`config.mk`:
```
export PLATFORM = sky130hd
export DESIGN_NAME = dummy_insert_top
export DESIGN_NICKNAME = d
export VERILOG_FILES = /design/src/design/xsecure_pkg.sv /design/src/design/dummy_insert_top.sv /design/src/design/dummy_sched.sv /design/src/design/issue_stage.sv /design/src/design/lfsr_cell.sv /design/src/design/xsecure_csr.sv
export VERILOG_INCLUDE_DIRS = /design/src /design/src/include
export SDC_FILE = /design/constraint.sdc
export NUM_CORES = 1
export LEC_CHECK = 0
export BUFFER_PORTS_ARGS = -buffer_cell sky130_fd_sc_hd__buf_2
export CAP_MARGIN = 20
export CELL_PAD_IN_SITES_DETAIL_PLACEMENT = 0
export CELL_PAD_IN_SITES_GLOBAL_PLACEMENT = 1
export CORE_AREA = 8 8 168 170
export CTS_BUF_LIST = sky130_fd_sc_hd__clkbuf_8
export CTS_CLUSTER_DIAMETER = 150
export CTS_CLUSTER_SIZE = 28
export DETAILED_ROUTE_END_ITERATION = 8
export DIE_AREA = 0 0 176 178
export PLACE_DENSITY_LB_ADDON = 0.1
export SLEW_MARGIN = 20
export SYNTH_ARGS = -nofsm -noshare
export SYNTH_HDL_FRONTEND = slang
export SYNTH_HIERARCHICAL = 1
export SYNTH_SLANG_ARGS = --single-unit
```
`constraint.sdc`:
```
create_clock -name clk_i -period 4.7 [get_ports clk_i]
set_clock_uncertainty 0.05 [all_clocks]
set_input_delay 0.94 -clock clk_i [delete_from_list [all_inputs] [get_ports clk_i]]
set_output_delay 0.94 -clock clk_i [all_outputs]
set_load 0.02 [all_outputs]
```
`src/include/dummy_cfg.svh`:
```
// CSR addresses, control field positions and LFSR polynomials and reload values
`ifndef DUMMY_CFG_SVH
`define DUMMY_CFG_SVH

// Data path width of the core
`define DUMMY_XLEN 32

// Machine-mode security CSRs
`define DUMMY_CSR_CPUCTRL 12'hBF0
`define DUMMY_CSR_SEED0   12'hBF9
`define DUMMY_CSR_SEED1   12'hBFA
`define DUMMY_CSR_SEED2   12'hBFC

// Dummy enable bit and the low end of the four-bit frequency field in cpuctrl
`define DUMMY_CPUCTRL_EN_BIT   1
`define DUMMY_CPUCTRL_FREQ_LSB 16

// Galois taps for the right-shift LFSRs, bit 31 set so a step never reaches zero
`define DUMMY_LFSR0_POLY 32'h8000_0057
`define DUMMY_LFSR1_POLY 32'h8000_0062
`define DUMMY_LFSR2_POLY 32'h8000_007A

// Values loaded at reset and on any lockup
`define DUMMY_LFSR0_DEFAULT 32'h3CA5_9E1D
`define DUMMY_LFSR1_DEFAULT 32'h7B1F_0C66
`define DUMMY_LFSR2_DEFAULT 32'hD2E4_8A31

`endif

```
`src/design/xsecure_pkg.sv`:
```
// Shared types, instruction encodings and LFSR tables for the dummy inserter
`include "dummy_cfg.svh"

package xsecure_pkg;

  localparam int XLEN = `DUMMY_XLEN;

  // One write to the CSR file, qualified by valid
  typedef struct packed {
    logic            valid;
    logic [11:0]     addr;
    logic [XLEN-1:0] data;
  } csr_wr_t;

  // Item handed to the decode stage
  typedef struct packed {
    logic        valid;
    logic        dummy;
    logic [31:0] instr;
    logic [31:0] operand_a;
    logic [31:0] operand_b;
  } issue_t;

  typedef struct packed {
    logic       en;
    logic [3:0] freq;
  } dummy_ctrl_t;

  typedef struct packed {
    logic [6:0] funct7;
    logic [4:0] rs2;
    logic [4:0] rs1;
    logic [2:0] funct3;
    logic [4:0] rd;
    logic [6:0] opcode;
  } instr_r_t;

  // Branch immediate is scattered over the word
  typedef struct packed {
    logic       imm12;
    logic [5:0] imm10_5;
    logic [4:0] rs2;
    logic [4:0] rs1;
    logic [2:0] funct3;
    logic [3:0] imm4_1;
    logic       imm11;
    logic [6:0] opcode;
  } instr_b_t;

  // ADD, AND and MUL read the word as R-type, BLTU as B-type
  typedef union packed {
    instr_r_t r;
    instr_b_t b;
  } instr_u;

  localparam logic [6:0] OPCODE_OP     = 7'h33;
  localparam logic [6:0] OPCODE_BRANCH = 7'h63;
  localparam logic [2:0] FUNCT3_ADD    = 3'b000;
  localparam logic [2:0] FUNCT3_AND    = 3'b111;
  localparam logic [2:0] FUNCT3_MUL    = 3'b000;
  localparam logic [2:0] FUNCT3_BLTU   = 3'b110;
  localparam logic [6:0] FUNCT7_ADD    = 7'b000_0000;
  localparam logic [6:0] FUNCT7_AND    = 7'b000_0000;
  localparam logic [6:0] FUNCT7_MUL    = 7'b000_0001;

  // Entry i belongs to LFSR i
  localparam logic [2:0][XLEN-1:0] lfsr_poly_tbl =
    {`DUMMY_LFSR2_POLY, `DUMMY_LFSR1_POLY, `DUMMY_LFSR0_POLY};
  localparam logic [2:0][XLEN-1:0] lfsr_default_tbl =
    {`DUMMY_LFSR2_DEFAULT, `DUMMY_LFSR1_DEFAULT, `DUMMY_LFSR0_DEFAULT};

endpackage

```
`src/design/dummy_insert_top.sv`:
```
// Top level of the dummy instruction inserter
module dummy_insert_top
  import xsecure_pkg::*;
(
  input  logic        clk_i,
  input  logic        rst_ni,
  input  csr_wr_t     csr_wr,
  input  logic        fetch_valid,
  input  logic [31:0] fetch_instr,
  input  logic        id_ready,
  output logic        fetch_ready,
  output issue_t      issue
);

  dummy_ctrl_t          ctrl;
  logic                 ctrl_wr;
  logic [2:0]           seed_we;
  logic [XLEN-1:0]      seed_data;
  logic [2:0][XLEN-1:0] lfsr_state;
  logic                 dummy_slot;
  logic                 dummy_issued;

  xsecure_csr csr_i (
    .clk_i     (clk_i),
    .rst_ni    (rst_ni),
    .csr_wr    (csr_wr),
    .ctrl      (ctrl),
    .ctrl_wr   (ctrl_wr),
    .seed_we   (seed_we),
    .seed_data (seed_data)
  );

  // All three generators advance together on each dummy issue
  for (genvar i = 0; i < 3; i++) begin : g_lfsr
    lfsr_cell #(
      .POLY    (lfsr_poly_tbl[i]),
      .DEFAULT (lfsr_default_tbl[i])
    ) lfsr_i (
      .clk_i   (clk_i),
      .rst_ni  (rst_ni),
      .step    (dummy_issued),
      .seed_we (seed_we[i]),
      .seed    (seed_data),
      .state   (lfsr_state[i])
    );
  end

  dummy_sched sched_i (
    .clk_i        (clk_i),
    .rst_ni       (rst_ni),
    .ctrl         (ctrl),
    .ctrl_wr      (ctrl_wr),
    .id_ready     (id_ready),
    .fetch_valid  (fetch_valid),
    .lfsr0        (lfsr_state[0]),
    .dummy_slot   (dummy_slot),
    .dummy_issued (dummy_issued)
  );

  issue_stage issue_i (
    .clk_i       (clk_i),
    .rst_ni      (rst_ni),
    .id_ready    (id_ready),
    .fetch_valid (fetch_valid),
    .fetch_instr (fetch_instr),
    .dummy_slot  (dummy_slot),
    .lfsr_state  (lfsr_state),
    .issue       (issue),
    .fetch_ready (fetch_ready)
  );

endmodule

```
`src/design/dummy_sched.sv`:
```
// Counts normal issues and raises the dummy slot once the random limit is reached
module dummy_sched
  import xsecure_pkg::*;
(
  input  logic            clk_i,
  input  logic            rst_ni,
  input  dummy_ctrl_t     ctrl,
  input  logic            ctrl_wr,
  input  logic            id_ready,
  input  logic            fetch_valid,
  input  logic [XLEN-1:0] lfsr0,
  output logic            dummy_slot,
  output logic            dummy_issued
);

  logic [5:0] freq_mask;
  logic [6:0] limit;
  logic [6:0] count;

  // N - 1 for N of 64, 32, 16, 8 or 4
  always_comb begin
    if (ctrl.freq[3]) begin
      freq_mask = 6'd63;
    end else if (ctrl.freq[2]) begin
      freq_mask = 6'd31;
    end else if (ctrl.freq[1]) begin
      freq_mask = 6'd15;
    end else if (ctrl.freq[0]) begin
      freq_mask = 6'd7;
    end else begin
      freq_mask = 6'd3;
    end
  end

  // Between 1 and N normal instructions before the next dummy
  assign limit = {1'b0, lfsr0[5:0] & freq_mask} + 7'd1;

  // A reseed may drop the limit under the count, so compare with >=
  assign dummy_slot   = ctrl.en && (count >= limit);
  assign dummy_issued = dummy_slot && id_ready;

  always_ff @(posedge clk_i) begin
    if (!rst_ni) begin
      count <= '0;
    end else if (dummy_issued || ctrl_wr || !ctrl.en) begin
      count <= '0;
    end else if (id_ready && fetch_valid) begin
      count <= count + 7'd1;
    end
  end

endmodule

```
`src/design/issue_stage.sv`:
```
// Builds the dummy instruction and registers the item sent to decode
module issue_stage
  import xsecure_pkg::*;
(
  input  logic                 clk_i,
  input  logic                 rst_ni,
  input  logic                 id_ready,
  input  logic                 fetch_valid,
  input  logic [31:0]          fetch_instr,
  input  logic                 dummy_slot,
  input  logic [2:0][XLEN-1:0] lfsr_state,
  output issue_t               issue,
  output logic                 fetch_ready
);

  logic [1:0] op_sel;
  logic [4:0] rs1;
  logic [4:0] rs2;
  instr_u     dummy_word;
  issue_t     dummy_item;
  issue_t     fetch_item;

  // LFSR0 picks the operation and both source registers
  assign op_sel = lfsr_state[0][13:12];
  assign rs1    = lfsr_state[0][6:2];
  assign rs2    = lfsr_state[0][11:7];

  always_comb begin
    dummy_word = '0;
    if (op_sel == 2'd3) begin
      // BLTU with all immediate bits zero falls through to the next instruction
      dummy_word.b.opcode = OPCODE_BRANCH;
      dummy_word.b.funct3 = FUNCT3_BLTU;
      dummy_word.b.rs1    = rs1;
      dummy_word.b.rs2    = rs2;
    end else begin
      dummy_word.r.opcode = OPCODE_OP;
      dummy_word.r.rd     = 5'd0;
      dummy_word.r.rs1    = rs1;
      dummy_word.r.rs2    = rs2;
      case (op_sel)
        2'd1: begin
          dummy_word.r.funct3 = FUNCT3_AND;
          dummy_word.r.funct7 = FUNCT7_AND;
        end
        2'd2: begin
          dummy_word.r.funct3 = FUNCT3_MUL;
          dummy_word.r.funct7 = FUNCT7_MUL;
        end
        default: begin
          dummy_word.r.funct3 = FUNCT3_ADD;
          dummy_word.r.funct7 = FUNCT7_ADD;
        end
      endcase
    end
  end

  // Operands come from LFSR1 and LFSR2, x0 reads as zero
  always_comb begin
    dummy_item.valid     = 1'b1;
    dummy_item.dummy     = 1'b1;
    dummy_item.instr     = dummy_word;
    dummy_item.operand_a = (rs1 == 5'd0) ? '0 : lfsr_state[1];
    dummy_item.operand_b = (rs2 == 5'd0) ? '0 : lfsr_state[2];
  end

  always_comb begin
    fetch_item           = '0;
    fetch_item.valid     = fetch_valid;
    fetch_item.instr     = fetch_instr;
  end

  // A due dummy takes the slot and fetch waits
  assign fetch_ready = id_ready && !dummy_slot;

  always_ff @(posedge clk_i) begin
    if (!rst_ni) begin
      issue <= '0;
    end else if (id_ready) begin
      issue <= dummy_slot ? dummy_item : fetch_item;
    end
  end

endmodule

```
`src/design/lfsr_cell.sv`:
```
// Seedable Galois right-shift LFSR that reloads its default on lockup
module lfsr_cell
  import xsecure_pkg::*;
#(
  parameter logic [XLEN-1:0] POLY    = lfsr_poly_tbl[0],
  parameter logic [XLEN-1:0] DEFAULT = lfsr_default_tbl[0]
) (
  input  logic            clk_i,
  input  logic            rst_ni,
  input  logic            step,
  input  logic            seed_we,
  input  logic [XLEN-1:0] seed,
  output logic [XLEN-1:0] state
);

  logic [XLEN-1:0] stepped;
  logic [XLEN-1:0] candidate;

  // Feedback taps are applied when a one shifts out
  assign stepped = state[0] ? ((state >> 1) ^ POLY) : (state >> 1);

  // A seed write wins over a step
  assign candidate = seed_we ? seed : stepped;

  always_ff @(posedge clk_i) begin
    if (!rst_ni) begin
      state <= DEFAULT;
    end else if (seed_we || step) begin
      // An all-zero state would never leave zero again
      if (candidate == '0) begin
        state <= DEFAULT;
      end else begin
        state <= candidate;
      end
    end
  end

endmodule

```
`src/design/xsecure_csr.sv`:
```
// Control register and seed write decode for the security CSRs
`include "dummy_cfg.svh"

module xsecure_csr
  import xsecure_pkg::*;
(
  input  logic            clk_i,
  input  logic            rst_ni,
  input  csr_wr_t         csr_wr,
  output dummy_ctrl_t     ctrl,
  output logic            ctrl_wr,
  output logic [2:0]      seed_we,
  output logic [XLEN-1:0] seed_data
);

  // Address match against the four implemented CSRs
  always_comb begin
    ctrl_wr    = csr_wr.valid && (csr_wr.addr == `DUMMY_CSR_CPUCTRL);
    seed_we[0] = csr_wr.valid && (csr_wr.addr == `DUMMY_CSR_SEED0);
    seed_we[1] = csr_wr.valid && (csr_wr.addr == `DUMMY_CSR_SEED1);
    seed_we[2] = csr_wr.valid && (csr_wr.addr == `DUMMY_CSR_SEED2);
  end

  // Seeds go straight to the LFSRs, which take them at the same edge
  assign seed_data = csr_wr.data;

  // Only the dummy fields of cpuctrl are kept, all other bits read as zero
  always_ff @(posedge clk_i) begin
    if (!rst_ni) begin
      ctrl <= '0;
    end else if (ctrl_wr) begin
      ctrl.en   <= csr_wr.data[`DUMMY_CPUCTRL_EN_BIT];
      ctrl.freq <= csr_wr.data[`DUMMY_CPUCTRL_FREQ_LSB +: 4];
    end
  end

endmodule

```
==> out/metrics.csv <==
metric,value,unit
hold_viol,0,
critPathBufInv,2,
synth_largest_area_cell,dfxtp_1,
tns,0,ps
numCtsBuffers,11,
area_growth,10.93,%
synth.top_cell.area_share,40.97,%
p_per_area,250.7,mW/mm2
synthTopCellsByCount,"dfxtp_1 (206), nand2_1 (103), mux2i_1 (71)",
cpMostUsedCell,a21oi_1,
antenna_found_initial,1,
synthesis.area,0.01006,mm2
clk_pin_slew,180,ps
worstSetupPathType,flip-flop to primary output,
clkSinkCount,206,
rsz0062_at_grt,false,
critPathLaunch,csr_i/ctrl[3],
drive_gt1_share,23.31,%
yosysSeqAreaShare,40.97,%
viasPerCell,5.595,
grt_pass1_wl,50050,um
worst_slew_pin_slew,744.5,ps
async_reset_ff_share,0,%
crit_path_max_incr_delay,390,ps
cts_tree,done,
ys_warn_count,6,
slowest_stage,dfxtp_1,
clk_path_buf_depth,3,
ir_drop,155.0,uV
end_kind,primary output,
post-place-cells,1486,
die-area,0.03133,mm2
globalplace.congestion,0.8140,
io_buffers,179,
ant_nets,0,
fin_nets,1258,
status,"finished, final reports clean",
chipWidth,176,um
yosysMostFrequentCell,dfxtp_1,
drt-total-wl,32790,um
drc,0,
final_cells,1503,
rows,59,
dp_hpwl,22520,um
post_synth_num_cell_types,71,
start_util,39.29,%
hold_path_class,flip-flop to flip-flop,
die_h,178,um
slew_violations,0,
grt_max_degree,65,
required,3710,ps
max_cap_viol_count,0,
wl_met1,15170,um
r2r_cells,14,
fin_util,43.58,%
wl_per_cell,21.82,um
grt_pass1_vias,8114,
routed-wl-met3,1833,um
post-route-period-util,94.33,%
insertion_delay,540,ps
maxSlewHeadroom,50.37,%
overflow,0,
dr.pass1.iters,5,
synth_area_leaders,"dfxtp_1 (41%), mux2i_1 (7.1%), a22o_1 (5.6%)",
crit_chain,"or3_4, o2111ai_2, nor2_1, xor2_1, a21oi_1, ha_1, a21o_1, a21oi_1, o21a_4, nor2_2, nand2b_1, inv_4, buf_2",
fmax,225.6,MHz
avgSynthCellArea,9.486,um2
setup_violations,0,
critical-path-top-delay-family,compound AO/OA/AOI/OAI gates,
io_pins,180,
grt_usage,20.13,%
path_depth,13,
coreArea,0.02562,mm2
synth_edf_count,0,
wl_met2,15040,um
r2r-start,csr_i/ctrl[3],
dr.max_layer_used,met4,
ys.flop_type,dfxtp_1,
synthCells,1061,
vias,8409,
drt-initial-drc-count,536,
ctsHoldBuffers,0,
min-delay-start,csr_i/ctrl[1],
start_kind,flip-flop,
hold_depth,2,
cts-root-buf,clkbuf_8,
cp_max_fo,8,
ys_ff_latch,206,
leakage,4.736,nW
final.min_clock_period,4434,ps
fin_total_pwr,2.799,mW
h-tree-depth,1,
syn_nets,1151,
cp.arrival,3440,ps
==> layout make-up <==
type	instances	area, um2
fillers	2579	14450
multi-input cells	731	5250
flip-flops and latches	206	4124
repair buffers	209	1161
well taps	335	419.2
clock buffers	11	151.4
inverters	9	36.28
clock inverters	1	20.02
diodes	1	2.502
==> final timing paths <==
kind	slack (ps)	to
max	270	fetch_ready
min	430	csr_i/ctrl[1]
max reg2reg	950	g_lfsr[0].lfsr_i/state[23]
min reg2reg	430	csr_i/ctrl[1]
==> kinds of logic after synthesis <==
kind of cell / Yosys count / synth area share (%)
xor+xnor: 21 / 1.827
flops: 206 / 40.97
fa+ha+maj: 9 / 1.119
compound gates: 317 / 25.24
buf+inv: 124 / 7.148
mux: 72 / 7.173
simple gates: 312 / 16.52
==> report_power, final <==
part / internal (mW) / switching [mW] / leakage [nW]
Combinational: 0.0680 / 0.155 / 2.98
Clock: 0.228 / 0.575 / 0.0889
Sequential: 1.77 / 0.00844 / 1.67
==> per-stage QoR <==
stage / setup WS (ps) / hold slack (ps) / cell area, um2
floorplan: 574.7 / 384.6 / 10060
global placement: 438.7 / 398.2 / 10960
detailed placement: 409.0 / 407.9 / 10960
CTS: 91.46 / 429.7 / 11130
global route: 32.49 / 461.0 / 11160
finish: 266.5 / 428.5 / 11160
==> cell usage in the layout, fill, tap and decap left out, types with 14 or more instances in the layout <==
cell,instances
or4_1,21
mux2i_1,71
dfxtp_1,206
o211ai_2,14
nand2_1,103
o21ai_0,34
nor2_1,62
buf_2,178
o221ai_1,23
o22ai_1,18
nor2b_1,35
a22o_1,64
buf_4,28
o211a_1,44
a21oi_1,41
==> worst reg2reg max path, cell delays in order, from the launching register on <==
cell	delay (ps)
dfxtp_1	390
or3_4	360
o2111ai_2	240
nor2_1	100
xor2_1	130
a21oi_1	90
ha_1	310
o2111ai_1	140
o21a_4	250
nor2_4	420
nor2_1	80
nand2_1	100
nor2_1	60
or3b_1	670
o21ai_0	270
==> metal layers <==
metal	vias up	GRT usage (%)
met4	0	5.864
met1	3996	27.60
met5	-	0
li1	4122	-
met2	244	32.13
met3	47	3.302
==> sequential cells by signal, summed over array words and instances, names as in the netlist <==
name / cells
issue_i/issue: 98
csr_i/ctrl: 5
g_lfsr.lfsr_i/state: 96
sched_i/count: 7
==> timing repair <==
action / 4_1_cts / 5_1_grt
setup buffers: 0 / 4
hold endpoints to repair: 0 / 0
endpoints found under the setup margin: 0 / 1
resized for setup: 0 / 1
Note: power is estimated with default switching activity, not from simulation.
